### config.mk
export PLATFORM = sky130hd
export DESIGN_NAME = mem_tester_top
export DESIGN_NICKNAME = d
export VERILOG_FILES = /design/src/bus_pkg.sv /design/src/test_pkg.sv /design/src/burst_engine.sv /design/src/mem_tester_top.sv /design/src/uart_tx.sv /design/src/word_checker.sv
export VERILOG_INCLUDE_DIRS = /design/src
export SDC_FILE = /design/constraint.sdc
export NUM_CORES = 1
export LEC_CHECK = 0
export ABC_AREA = 1
export ABC_CLOCK_PERIOD_IN_PS = 6800
export BUFFER_PORTS_ARGS = -buffer_cell sky130_fd_sc_hd__buf_2
export CAP_MARGIN = 20
export CORE_ASPECT_RATIO = 1.4
export CORE_MARGIN = 1
export CORE_UTILIZATION = 35
export CTS_CLUSTER_DIAMETER = 100
export CTS_CLUSTER_SIZE = 28
export DETAILED_ROUTE_END_ITERATION = 8
export GPL_ROUTABILITY_DRIVEN = 0
export PLACE_DENSITY = 0.49
export REMOVE_ABC_BUFFERS = 1
export SLEW_MARGIN = 20
export SYNTH_ARGS = -nofsm -noshare
export SYNTH_HDL_FRONTEND = slang
export SYNTH_SLANG_ARGS = --single-unit
### constraint.sdc
create_clock -name clk_133MHz_210 -period 6.8 [get_ports clk_133MHz_210]
set_clock_uncertainty 0.05 [all_clocks]
set_input_delay 1.02 -clock clk_133MHz_210 [delete_from_list [all_inputs] [get_ports clk_133MHz_210]]
set_output_delay 1.02 -clock clk_133MHz_210 [all_outputs]
set_load 0.02 [all_outputs]
### src/mem_tester_macros.svh
`ifndef MEM_TESTER_MACROS_SVH
`define MEM_TESTER_MACROS_SVH

//////////////////////////////////////////////////
// Memory bus.

// Word address, bank + row + column.
`define MEM_ADDR_W 24
// One SDRAM word.
`define MEM_DATA_W 16

//////////////////////////////////////////////////
// Test sweep.

// Words per round.
`define BURST_LEN 4
// Words under test, a multiple of BURST_LEN.
`define TEST_WORDS 32
// Idle clocks between read-back and next round.
`define ROUND_GAP 16

//////////////////////////////////////////////////
// Serial report.

// 133.33 MHz / 115200 baud.
`define BAUD_DIV 1157
// Mismatch in a high-byte slot.
`define ERR_HIGH 8'hEE
// Mismatch in a low-byte slot.
`define ERR_LOW 8'hFF

`endif

### src/bus_pkg.sv
`include "mem_tester_macros.svh"

package bus_pkg;

    //////////////////////////////////////////////////
    // Wishbone classic, master side.
    typedef struct packed {
        logic                   cyc; // Bus cycle in progress.
        logic                   stb; // Transfer request.
        logic                   we;  // High for write.
        logic [`MEM_ADDR_W-1:0] adr; // Word address.
        logic [`MEM_DATA_W-1:0] dat; // Write data.
    } wb_req_t;

    //////////////////////////////////////////////////
    // Wishbone classic, slave side.
    typedef struct packed {
        logic                   ack; // One cycle per transfer.
        logic [`MEM_DATA_W-1:0] dat; // Read data, valid with ack.
    } wb_rsp_t;

endpackage

### src/test_pkg.sv
`include "mem_tester_macros.svh"

package test_pkg;

    //////////////////////////////////////////////////
    // One round, from engine to checker.
    typedef struct packed {
        // Word written to every address of the burst.
        logic [`MEM_DATA_W-1:0] expected;
        // Read-back words, index 0 at the base address.
        logic [`BURST_LEN-1:0][`MEM_DATA_W-1:0] rd_data;
        // Final round of the sweep.
        logic last;
    } burst_result_t;

    //////////////////////////////////////////////////
    // One byte, from checker to UART.
    typedef logic [7:0] report_byte_t;

endpackage

### src/burst_engine.sv
`timescale 1ns/1ns
`include "mem_tester_macros.svh"

module burst_engine
    import bus_pkg::*, test_pkg::*;
(
    input  logic          clk_133MHz_210,
    input  logic          rst_n,
    output wb_req_t       wb_o,
    input  wb_rsp_t       wb_i,
    input  logic          halt,         // Checker saw a mismatch.
    output logic          result_valid,
    output burst_result_t result,
    input  logic          result_ready
);

    localparam int IDX_W = $clog2(`BURST_LEN);
    localparam int GAP_W = $clog2(`ROUND_GAP + 1);

    typedef enum logic [1:0] {S_BUS, S_HAND, S_GAP, S_STOP} state_t;

    state_t                                 state;
    logic [IDX_W:0]                         beat;   // MSB set in read half.
    logic [IDX_W-1:0]                       idx;    // Word within burst.
    logic [`MEM_ADDR_W-1:0]                 base;
    logic [`MEM_DATA_W-1:0]                 data;
    logic [GAP_W-1:0]                       gap_cnt;
    logic [`BURST_LEN-1:0][`MEM_DATA_W-1:0] rd_buf; // Current round, read side.
    logic                                   last_round;
    logic                                   result_free;
    logic                                   take_rd;
    logic                                   load_res;

    assign idx         = beat[IDX_W-1:0];
    assign last_round  = (base == `MEM_ADDR_W'(`TEST_WORDS - `BURST_LEN));
    assign result_free = !result_valid || result_ready; // Slot empty or leaving.
    assign take_rd     = (state == S_BUS) && wb_o.stb && wb_i.ack && beat[IDX_W];
    assign load_res    = (state == S_HAND) && result_free;

    //////////////////////////////////////////////////
    // Round sequencer and bus master.
    always_ff @(posedge clk_133MHz_210 or negedge rst_n) begin
        if (!rst_n) begin
            state        <= S_BUS;
            wb_o         <= '0;
            beat         <= '0;
            base         <= '0;
            data         <= '0;
            gap_cnt      <= '0;
            result_valid <= 1'b0;
        end else begin
            if (result_valid && result_ready)
                result_valid <= 1'b0; // Checker took it.
            case (state)
                S_BUS: begin
                    if (!wb_o.stb) begin
                        // Issue next beat, writes first.
                        wb_o.cyc <= 1'b1;
                        wb_o.stb <= 1'b1;
                        wb_o.we  <= !beat[IDX_W];
                        wb_o.adr <= base + `MEM_ADDR_W'(idx);
                        wb_o.dat <= data;
                    end else if (wb_i.ack) begin
                        wb_o.stb <= 1'b0; // Single beat per transfer.
                        beat     <= beat + 1'b1;
                        if (beat == '1) begin
                            wb_o.cyc <= 1'b0;
                            state    <= S_HAND;
                        end
                    end
                end
                S_HAND: begin
                    // Wait here while the previous result is still held.
                    if (result_free) begin
                        result_valid <= 1'b1;
                        base         <= base + `MEM_ADDR_W'(`BURST_LEN);
                        data         <= data + 1'b1;
                        gap_cnt      <= '0;
                        state        <= last_round ? S_STOP : S_GAP;
                    end
                end
                S_GAP: begin
                    if (gap_cnt == GAP_W'(`ROUND_GAP - 1))
                        state <= halt ? S_STOP : S_BUS; // No new round once halted.
                    else
                        gap_cnt <= gap_cnt + 1'b1;
                end
                default: state <= S_STOP; // Sweep over.
            endcase
        end
    end

    //////////////////////////////////////////////////
    // Read-back capture and result hold.
    always_ff @(posedge clk_133MHz_210) begin
        if (take_rd)
            rd_buf[idx] <= wb_i.dat; // Data valid in ack cycle.
        if (load_res)
            result <= '{expected: data, rd_data: rd_buf, last: last_round};
    end

endmodule

### src/mem_tester_top.sv
`timescale 1ns/1ns
`include "mem_tester_macros.svh"

module mem_tester_top
    import bus_pkg::*, test_pkg::*;
(
    input  logic    clk_133MHz_210,
    input  logic    rst_n,
    output wb_req_t wb_o,
    input  wb_rsp_t wb_i,
    output logic    txd,
    output logic    led,   // Mismatch seen.
    output logic    done
);

    logic          result_valid;
    burst_result_t result;
    logic          result_ready;
    logic          byte_valid;
    report_byte_t  byte_out;
    logic          byte_ready;
    logic          halt;

    assign led = halt;

    //////////////////////////////////////////////////
    // Bus side.
    burst_engine i_engine (
        .clk_133MHz_210 (clk_133MHz_210),
        .rst_n          (rst_n),
        .wb_o           (wb_o),
        .wb_i           (wb_i),
        .halt           (halt),
        .result_valid   (result_valid),
        .result         (result),
        .result_ready   (result_ready)
    );

    // Compare and pick report bytes.
    word_checker i_checker (
        .clk_133MHz_210 (clk_133MHz_210),
        .rst_n          (rst_n),
        .result_valid   (result_valid),
        .result         (result),
        .result_ready   (result_ready),
        .byte_valid     (byte_valid),
        .byte_out       (byte_out),
        .byte_ready     (byte_ready),
        .halt           (halt),
        .done           (done)
    );

    // Serial side.
    uart_tx i_uart (
        .clk_133MHz_210 (clk_133MHz_210),
        .rst_n          (rst_n),
        .byte_valid     (byte_valid),
        .byte_in        (byte_out),
        .byte_ready     (byte_ready),
        .txd            (txd)
    );

endmodule

### src/uart_tx.sv
`timescale 1ns/1ns
`include "mem_tester_macros.svh"

module uart_tx
    import test_pkg::*;
(
    input  logic         clk_133MHz_210,
    input  logic         rst_n,
    input  logic         byte_valid,
    input  report_byte_t byte_in,
    output logic         byte_ready,
    output logic         txd
);

    localparam int FRAME_BITS = 11; // Start, 8 data, 2 stop.
    localparam int BAUD_W     = $clog2(`BAUD_DIV);

    logic                  busy;
    logic [FRAME_BITS-1:0] frame;    // Shifts out LSB first.
    logic [3:0]            bit_cnt;
    logic [BAUD_W-1:0]     baud_cnt;

    assign byte_ready = !busy;
    assign txd        = frame[0]; // All ones when idle.

    always_ff @(posedge clk_133MHz_210 or negedge rst_n) begin
        if (!rst_n) begin
            busy     <= 1'b0;
            frame    <= '1;
            bit_cnt  <= '0;
            baud_cnt <= '0;
        end else if (!busy) begin
            if (byte_valid) begin
                busy     <= 1'b1;
                frame    <= {2'b11, byte_in, 1'b0};
                bit_cnt  <= '0;
                baud_cnt <= '0;
            end
        end else if (baud_cnt == BAUD_W'(`BAUD_DIV - 1)) begin
            baud_cnt <= '0;
            frame    <= {1'b1, frame[FRAME_BITS-1:1]}; // Ones fill in behind.
            bit_cnt  <= bit_cnt + 1'b1;
            if (bit_cnt == 4'(FRAME_BITS - 1))
                busy <= 1'b0; // Last stop bit ends here.
        end else begin
            baud_cnt <= baud_cnt + 1'b1;
        end
    end

endmodule

### src/word_checker.sv
`timescale 1ns/1ns
`include "mem_tester_macros.svh"

module word_checker
    import test_pkg::*;
(
    input  logic          clk_133MHz_210,
    input  logic          rst_n,
    input  logic          result_valid,
    input  burst_result_t result,
    output logic          result_ready,
    output logic          byte_valid,
    output report_byte_t  byte_out,
    input  logic          byte_ready,
    output logic          halt,         // Sticky until reset.
    output logic          done
);

    localparam int IDX_W = $clog2(`BURST_LEN);

    typedef enum logic [2:0] {C_IDLE, C_SEND, C_DRAIN, C_DONE, C_HALT} state_t;

    state_t                 state;
    burst_result_t          res_q;  // Round under report.
    logic [IDX_W:0]         slot;   // LSB picks the low byte.
    logic [`MEM_DATA_W-1:0] word;
    logic                   match;

    assign word  = res_q.rd_data[slot[IDX_W:1]];
    assign match = (word == res_q.expected);

    // High byte first, error code in place of a bad byte.
    assign byte_out = match ? (slot[0] ? word[7:0] : word[`MEM_DATA_W-1 -: 8])
                            : (slot[0] ? `ERR_LOW : `ERR_HIGH);

    assign result_ready = (state == C_IDLE);
    assign byte_valid   = (state == C_SEND);
    assign halt         = (state == C_HALT);
    assign done         = (state == C_DONE);

    always_ff @(posedge clk_133MHz_210 or negedge rst_n) begin
        if (!rst_n) begin
            state <= C_IDLE;
            slot  <= '0;
        end else begin
            case (state)
                C_IDLE: begin
                    if (result_valid) begin
                        slot  <= '0;
                        state <= C_SEND; // First byte offered next cycle.
                    end
                end
                C_SEND: begin
                    if (byte_ready) begin
                        if (!match)
                            state <= C_HALT; // Error byte went out, stop here.
                        else if (slot == '1)
                            state <= res_q.last ? C_DRAIN : C_IDLE;
                        else
                            slot <= slot + 1'b1;
                    end
                end
                C_DRAIN: begin
                    // UART is busy right after the transfer; idle again means sent.
                    if (byte_ready)
                        state <= C_DONE;
                end
                default: state <= state; // Done or halted, hold.
            endcase
        end
    end

    // Payload copy, taken on handshake.
    always_ff @(posedge clk_133MHz_210) begin
        if (result_valid && result_ready)
            res_q <= result;
    end

endmodule
== Word level (Yosys, flattened, before mapping) ==
Index checks and enable logic that the tools add are counted.

* Bits in registers: 353
* Latch bits: 0
* Bits in writable memories: 0
* Bits in read-only memories: 0
* Input bits: 19
* Output and inout port bits: 46
* Word-level logic and storage cells: 147
* Memories kept: 0

* $add $sub $neg: 8
* $mul: 0
* Divide/modulo/power cells: 0
* Order comparisons: 3
* Equality and inequality tests: 28
* Shift operators: 0
* Muxes and demuxes: 50
* Bitwise operators: 1
* Reduce and logical (&&, ||, !) cells: 24

{| class="wikitable"
|+ Operator list
! cell !! number
|-
| 11-bit 2-to-1 mux || 6
|-
| 64-bit bitwise mux || 1
|-
| 16-bit binary-select mux with 2-bit select || 1
|-
| 16-bit demux with 2-bit select || 1
|-
| 16-bit 2-to-1 mux || 2
|-
| 3-bit 2-to-1 mux || 9
|-
| 24-bit by 2-bit adder with 24-bit output || 1
|-
| 24-bit by 3-bit adder with 24-bit output (second input constant) || 1
|-
| 24-bit by 5-bit equality test with 1-bit output (second input constant) || 1
|-
| 2-bit != test (second input constant) || 10
|-
| 2-bit 2-to-1 mux || 9
|-
| 16-bit by 1-bit adder with 16-bit output (second input constant) || 1
|-
| 16-bit equality test || 1
|-
| 8-bit 2-to-1 mux || 2
|-
| 5-bit 2-to-1 mux || 3
|-
| 5-bit AND reduction || 3
|-
| 4-bit 2-to-1 mux || 3
|-
| 11-bit by 1-bit adder with 11-bit output (second input constant) || 1
|-
| 11-bit equality test (second input constant) || 1
|-
| 5-bit one-hot mux with 2 select lines || 1
|-
| 3-bit equality test (second input constant) || 3
|-
| 1-bit 2-to-1 mux || 9
|-
| 3-bit one-hot mux with 3 select lines || 1
|-
| 3-bit AND reduction || 3
|-
| other kinds (24) || 40
|}

== Depth between registers and ports, before layout ==
Gate-level depths: netlist of run 1.

* Depth in word-level cells: 6
* Mapped depth: 16
* Gate-level depth less buffers: 14

== Cells and area by module ==
A second synthesis of run 1 with hierarchy kept.

* Cell total of the unflattened synthesis: 1,204
* Area, all modules: 14,224.9 um^2

{| class="wikitable"
|+ By module, submodules not included
! module !! instances !! cells an instance !! area an instance (um^2) !! seq. area each (um^2)
|-
| burst_engine || 1 || 648 || 8,717.1 || 6,656.4
|-
| word_checker || 1 || 350 || 3,923.8 || 2,582.5
|-
| uart_tx || 1 || 206 || 1,584.0 || 636.9
|}

== Worst setup path after synthesis of run 1 ==
Ideal clock, no wire load.

* Path type: reg2reg
* Start: reg i_checker.state[2]
* End: reg i_checker.res_q[0] (netlist name) (enable)
* Library setup time: 0.521 ns
* Arrival time: 3.981 ns
* Required time: 6.229 ns
* Path slack: 2.248 ns
* Stages on the path, launching flop included: 4
* Path buffers: 0
* Clock period less this slack: 4.552 ns
* Path through: dfrtp_1 inv_2 nand3_2 nor2_1

* Longest elaborated chain between the ends: 2

{| class="wikitable"
|+ RTL lines
! what !! line !! RTL
|-
| from (decl) || word_checker.sv:23 || <nowiki>state_t state;</nowiki>
|-
| from (signal assigned) || word_checker.sv:58 || <nowiki>state <= res_q.last ? C_DRAIN : C_IDLE;</nowiki>
|-
| from (signal assigned) || word_checker.sv:68 || <nowiki>default: state <= state;</nowiki>
|-
| 3-bit logical NOT || word_checker.sv:36 || <nowiki>assign result_ready = (state == C_IDLE);</nowiki>
|-
| 1-bit logical AND || word_checker.sv:75 || <nowiki>if (result_valid && result_ready)</nowiki>
|-
| to (signal assigned) || word_checker.sv:76 || <nowiki>res_q <= result;</nowiki>
|-
| to (decl) || word_checker.sv:24 || <nowiki>burst_result_t res_q;</nowiki>
|}

No other way between the ends.
A chain may end at the register's enable or synchronous reset.

== Worst setup path in the final report of run 1 ==
* Start: reg i_engine.state[0]
* End: reg, netlist name i_engine.wb_o[7]

* Longest elaborated chain between the ends: 2

{| class="wikitable"
|+ RTL lines
! what !! line !! RTL
|-
| from (decl) || burst_engine.sv:22 || <nowiki>state_t state;</nowiki>
|-
| from (signal assigned) || burst_engine.sv:79 || <nowiki>state <= last_round ? S_STOP : S_GAP;</nowiki>
|-
| from (signal assigned) || burst_engine.sv:84 || <nowiki>state <= halt ? S_STOP : S_BUS;</nowiki>
|-
| 2-bit logical NOT || burst_engine.sv:54 || <nowiki>case (state)</nowiki>
|-
| 2-bit AND reduction (no source line) || -- ||
|}

No other way between the ends.

==> results of run 1 <==
[worst max path at each step]
stage	depth (start not counted)	slack, ps	endpoint	start
finish	6	3640	i_engine.wb_o[7]	i_engine.state[0]
floorplan	3	2250	i_checker.res_q[0]	i_checker.state[2]
global placement	6	3680	i_engine.rd_buf[38]	wb_i[16]
CTS	9	3660	i_engine.data[8]	i_checker.state[1]
global route	6	3300	i_engine.wb_o[17]	i_engine.state[0]
detailed placement	6	3550	i_engine.rd_buf[38]	wb_i[16]
[per-stage QoR]
stage               cell area (sq um)  std cells  hold WS [ps]  utilization [%]  worst slack (ps)
finish                          15050       1668         359.8            39.20              3644
floorplan                       13470       1044         350.3                -              2248
global placement                14520       1639         350.8            37.82              3676
CTS                             15020       1667         362.1            39.12              3657
detailed placement              14520       1639         354.5            37.82              3551
global route                    15050       1668         367.8            39.20              3303
[kinds of logic (layout without fill, tap and decap cells)]
logic type               Yosys count  in the layout  synth area share, %
AND/OR/NAND/NOR                  452            452                15.62
flip-flops                       349            349                72.42
buffers and inverters            116            195                3.854
AO/OA/AOI/OAI                     87             87                3.532
XOR/XNOR                          43             43                2.762
adder cells (fa/ha/maj)           19             19                1.743
multiplexers                       1              1              0.07340
[power breakdown]
part	internal [uW]	leakage [uW]	switching, uW
sequential	2240	0.00359	0
combinational	4.28	0.00206	20.7
clock	498	0.000240	642
total	2750	0.00589	663
[layout make-up]
cell class	count	area share, %
flip-flops and latches	349	65.62
multi-input cells	602	21.56
well taps	522	4.340
clock buffers	27	3.209
repair buffers	74	2.777
inverters	93	2.386
clock inverters	1	0.1081
[routing by layer]
metal | global-route usage, % | vias to the layer above | share of wire (%)
li1 | - | 3769 | -
met1 | 16.25 | 3764 | 40
met2 | 27.05 | 95 | 54
met3 | 1.967 | 30 | 3.3
met4 | 4.380 | 0 | 2.2
met5 | 0 | - | 0
[worst register-to-register path, delay by kind of cell (launching register included)]
kind	cells	cell delay [ps]
buffers and inverters	3	1180
and+or+nand+nor	1	670
AOI/OAI and AO/OA	1	490
DFF	1	430
adders and majority gates	1	230
[registers in the layout, summed over array words and instances (netlist names), 4 cells and up]
signal and flops:
i_engine.base 22, i_uart.frame 9, i_checker.res_q 81, i_engine.rd_buf 64, i_engine.data 16, i_engine.wb_o 43, i_uart.bit_cnt 4, i_engine.gap_cnt 5
i_uart.baud_cnt 11, i_engine.result 81
[placed cells by master, fill, tap and decap left out, types with 3 or more instances in the layout]
| master | instances |
|---|---|
| nand2_1 | 251 |
| edfxtp_1 | 226 |
| dfrtp_1 | 114 |
| inv_1 | 85 |
| buf_2 | 63 |
| nand3_1 | 62 |
| o21ai_0 | 53 |
| nor2_1 | 52 |
| xor2_1 | 39 |
| nand4_1 | 23 |
| ha_1 | 19 |
| nand3b_1 | 17 |
| a21oi_1 | 17 |
| clkbuf_16 | 17 |
| nor3_1 | 13 |
| nand3_2 | 10 |
| buf_4 | 10 |
| dfstp_2 | 9 |
| clkbuf_1 | 8 |
| o22ai_1 | 6 |
| inv_2 | 4 |
| nor2_4 | 4 |
| xnor2_1 | 4 |
| nor2_2 | 3 |
| nor4_1 | 3 |
| o32ai_1 | 3 |
| o21bai_1 | 3 |
==> qor.yml, run 1 <==
sta:
  tightest_slew_ps: 957.3
  finalHoldViolations: 0
  slew_viol_final: 0
  setup_violations: 0
  relSlewSlack_pct: 35.95
  fmax_mhz: 316.9
  finalCritPeriodShare_pct: 46.41
  post-route-min-period_ps: 3156
  rsz0062_at_grt: "false"
  tns_ps: 0
global_routing:
  grt_pass1_wl_microns: 43410
  track_usage_pct: 14.24
  grt_max_degree: 82
  overflow: 0
  antenna_found_initial: 0
  grt_pass1_vias: 7861
critical_path:
  critical-path-top-delay-family: "buffers and inverters"
  path_buf_inv: 3
  worstReg2RegStart: "i_engine.state[0]"
  worstSetupPathType: "flip-flop to flip-flop"
  cp_common_cell: "inv_1"
  r2r_cells: 6
  max_stage_delay_ps: 980
  critPathLaunchType: "flip-flop"
  rrSetupSlack_ps: 3640
  cp_cell_sequence: "inv_1 > ha_1 > inv_1 > nor2_1 > clkinv_2 > o21ai_0"
  rr_endpoint: "i_engine.wb_o[7]"
  crit_required_ps: 7170
  critPathSlowestCell: "clkinv_2"
  end_kind: "flip-flop"
  cp.arrival_ps: 3520
  cp_max_fo: 76
synthesis:
  synth_top_area_share_pct: 49.77
  synthCells: 1067
  async_flop_share_pct: 35.24
  synth_edf_count: 226
  synth_ff_type: "edfxtp_1"
  ys_warn_count: 0
  postSynthAreaPerCell_sq_um: 12.78
  synthTopCellsByCount: "nand2_1 (251), edfxtp_1 (226), dfrtp_1 (114)"
  yosysMostFrequentCell: "nand2_1"
  synth_area_leaders: "edfxtp_1 (50%), dfrtp_1 (21%), nand2_1 (6.9%), xor2_1 (2.5%), inv_1 (2.4%)"
  yosys.area.top_type: "edfxtp_1"
  netlist_area_sq_um: 13640
  ys_seq_area_share_pct: 72.42
  ys_seq_elements: 349
  synth.distinct_cells: 43
floorplanning:
  initial_core_util_pct: 35.52
  core_sq_um: 38390
  die_h_microns: 235.6
  dieArea_sq_um: 39770
  chipWidth_microns: 168.8
  ios: 65
  rows: 85
hold_path:
  hold_depth: 0
  min_delay_worst_endpoint: "i_engine.result[55]"
  hp-class: "flip-flop to flip-flop"
  hp-start: "i_engine.rd_buf[54]"
route:
  first_pass_iters: 4
  drt_iter0_drc: 340
  wirelength_microns: 27620
  drc_errors: 0
  postRouteAntennaNets: 0
  wl_per_cell_microns: 16.56
  num_vias: 7658
  routed_via_density: 4.591
cells_and_area:
  drive_above_1_share_pct: 12.57
  regArea_sq_um: 9876
  multi_input_area_sq_um: 3246
  area.growth.synth_to_final_pct: 10.37
  layout.nets: 1174
  fillers: 3694
  diodes: 0
power_and_ir_drop:
  cellLeakagePower_uw: 0.005894
  peakVddDrop_mv: 0.1210
  total_power_uw: 3409
  powerDensity_nw_per_um2: 226.5
placed_design:
  place_hpwl_microns: 18800
  portBuffers: 64
clocking:
  clock_sinks: 349
  cts_max_level: 1
  cts_buffer_depth: 3
  hold_buffers: 0
  clock_latency_ps: 530
  cts_tree: "yes"
  root_buffer: "clkbuf_16"
  cts_made_buffers: 16
  cts_resized: 0
  path_clk_slew_ps: 110
  postCtsSetupBuffers: 0
run_status:
  outcome: "complete, no violations"
job:
  maxCapViolations: 0
Power figures use the tool's default switching activity.
==> inputs of run 2 (changes only) <==
--- a/config.mk
+++ b/config.mk
@@ -7,7 +7,7 @@
 export NUM_CORES = 1
 export LEC_CHECK = 0
 export ABC_AREA = 1
-export ABC_CLOCK_PERIOD_IN_PS = 6800
+export ABC_CLOCK_PERIOD_IN_PS = 3300
 export BUFFER_PORTS_ARGS = -buffer_cell sky130_fd_sc_hd__buf_2
 export CAP_MARGIN = 20
 export CORE_ASPECT_RATIO = 1.4
==> constraint.sdc (replaced) <==
create_clock -name clk_133MHz_210 -period 3.3 [get_ports clk_133MHz_210]
set_clock_uncertainty 0.05 [all_clocks]
set_input_delay 0.495 -clock clk_133MHz_210 [delete_from_list [all_inputs] [get_ports clk_133MHz_210]]
set_output_delay 0.495 -clock clk_133MHz_210 [all_outputs]
set_load 0.02 [all_outputs]
==> qor.yml, run 2 (synthesis gave the netlist of run 1 again) <==
clocking:
  clock_sinks: 349
  path_clk_slew_ps: 110
  cts_made_buffers: 16
  cts_buffer_depth: 3
  postCtsSetupBuffers: 0
  cts_max_level: 1
  clock_latency_ps: 520
  cts_resized: 0
  root_buffer: "clkbuf_16"
  cts_tree: "yes"
critical_path:
  worstSetupPathType: "flip-flop to flip-flop"
  max_stage_delay_ps: 610
  critPathLaunchType: "flip-flop"
  critPathSlowestCell: "nor3_2"
  end_kind: "flip-flop"
  cp.arrival_ps: 2920
  cp_cell_sequence: "nor3_2 > inv_1 > nor2_1 > inv_1 > a21oi_2 > nand3_1 > o21ai_0 > inv_1"
  cp_common_cell: "inv_1"
  crit_required_ps: 3670
  cp_max_fo: 7
power_and_ir_drop:
  powerDensity_nw_per_um2: 459.7
  cellLeakagePower_uw: 0.005975
  peakVddDrop_mv: 0.3943
placed_design:
  place_hpwl_microns: 20260
  portBuffers: 64
  placed_cell_area_sq_um: 14700
sta:
  finalHoldViolations: 0
  slew_viol_final: 0
  tightest_slew_ps: 697.5
  setup_violations: 0
  fmax_mhz: 390.9
  finalCritPeriodShare_pct: 77.52
  relSlewSlack_pct: 53.33
  rsz0062_at_grt: "false"
  post-route-min-period_ps: 2558
route:
  drc_errors: 0
  wl_per_cell_microns: 17.27
  postRouteAntennaNets: 0
  first_pass_iters: 4
  num_vias: 7737
  wirelength_microns: 29030
  routed_via_density: 4.603
  drt_iter0_drc: 364
hold_path:
  hp-class: "input port to flip-flop"
floorplanning:
  dieArea_sq_um: 39770
  chipWidth_microns: 168.8
  initial_core_util_pct: 35.52
  core_sq_um: 38390
  rows: 85
  ios: 65
  die_h_microns: 235.6
job:
  maxCapViolations: 0
global_routing:
  track_usage_pct: 15.13
  antenna_found_initial: 0
  grt_max_degree: 77
  overflow: 0
  grt_pass1_wl_microns: 45660
  grt_pass1_vias: 7910
cells_and_area:
  regArea_sq_um: 9876
  final_area_sq_um: 15210
  fillers: 3674
  final_cell_mix: "nand2_1 (251), edfxtp_1 (226), dfrtp_1 (114), inv_1 (85), buf_2 (63)"
  diodes: 0
  drive_above_1_share_pct: 13.37
  layout.nets: 1188
  final_common_cell: "nand2_1"
  reg.largest.list: "i_checker.res_q x81, i_engine.result x81, i_engine.rd_buf x64"
  multi_input_area_sq_um: 3243
  utilization_pct: 39.61
  area.growth.synth_to_final_pct: 11.52
run_status:
  outcome: "complete, no violations"
## run 2: cell types whose count changed in the layout (fill, tap and decap cells not counted)
cell	delta
inv_4	+1
clkinv_8	-1
buf_4	+7
inv_8	+1
clkbuf_8	-2
buf_12	+6
dlygate4sd3_1	+1
nor2_2	-1
clkinv_4	+1
clkinv_2	-1
nor2_1	+1
## run 2: power breakdown
| part | total, uW | switching [uW] | internal (uW) |
|---|---|---|---|
| Combinational | 62.0 | 45.8 | 16.2 |
| Clock | 2310 | 1320 | 982 |
| Sequential | 4620 | 0 | 4620 |
## run 2: critical path: cells and delay by family (launching register included)
kind / cells / cell delay, ps
compound gates: 2 / 450
buf+inv: 3 / 420
flops: 1 / 450
simple gates: 3 / 1090
## run 2: metrics by stage
step	setup slack (ps)	instances	TNS (ps)	total power, uW	hold WS [ps]
floorplan	-1252	1044	-116680	4720	149.4
global placement	675.2	1652	0	4778	350.1
detailed placement	712.1	1652	0	4780	354.5
CTS	687.8	1679	0	7112	110.5
global route	563.4	1681	0	7235	124.7
finish	741.8	1681	0	6991	145.3
## run 2: worst paths after layout
| path | start | endpoint | slack (ps) | depth (start not counted) |
|---|---|---|---|---|
| max | i_checker.state[1] | i_checker.state[0] | 740 | 8 |
| min | wb_i[6] | i_engine.rd_buf[6] | 150 | 1 |
| max reg2reg | i_checker.state[1] | i_checker.state[0] | 740 | 8 |
| min reg2reg | i_engine.result[16] | i_checker.res_q[16] | 370 | 0 |
| max in group asynchronous | rst_n | i_engine.base[11] | 1940 | 4 |
| min in group asynchronous | rst_n | i_uart.baud_cnt[1] | 420 | 2 |
## run 2: per-layer routing
metal | vias to the layer above | part of all wire [%] | GRT usage, %
met2 | 83 | 54 | 27.86
li1 | 3806 | - | -
met5 | - | 0 | 0
met3 | 28 | 2.4 | 1.664
met1 | 3820 | 42 | 18.27
met4 | 0 | 2.4 | 4.766
## run 2: final cells by class
| cell class | count | share of cell area (%) |
|---|---|---|
| multi-input cells | 602 | 21.32 |
| clock buffers | 25 | 2.995 |
| flip-flops and latches | 349 | 64.94 |
| clock inverters | 2 | 0.1316 |
| well taps | 522 | 4.295 |
| repair buffers | 88 | 3.949 |
| inverters | 93 | 2.369 |
## run 2: repair_timing
| action | CTS | global route |
|---|---|---|
| hold buffers | 0 | 1 |
| endpoints found under the hold margin | 0 | 22 |
| setup endpoints to repair | 0 | 0 |
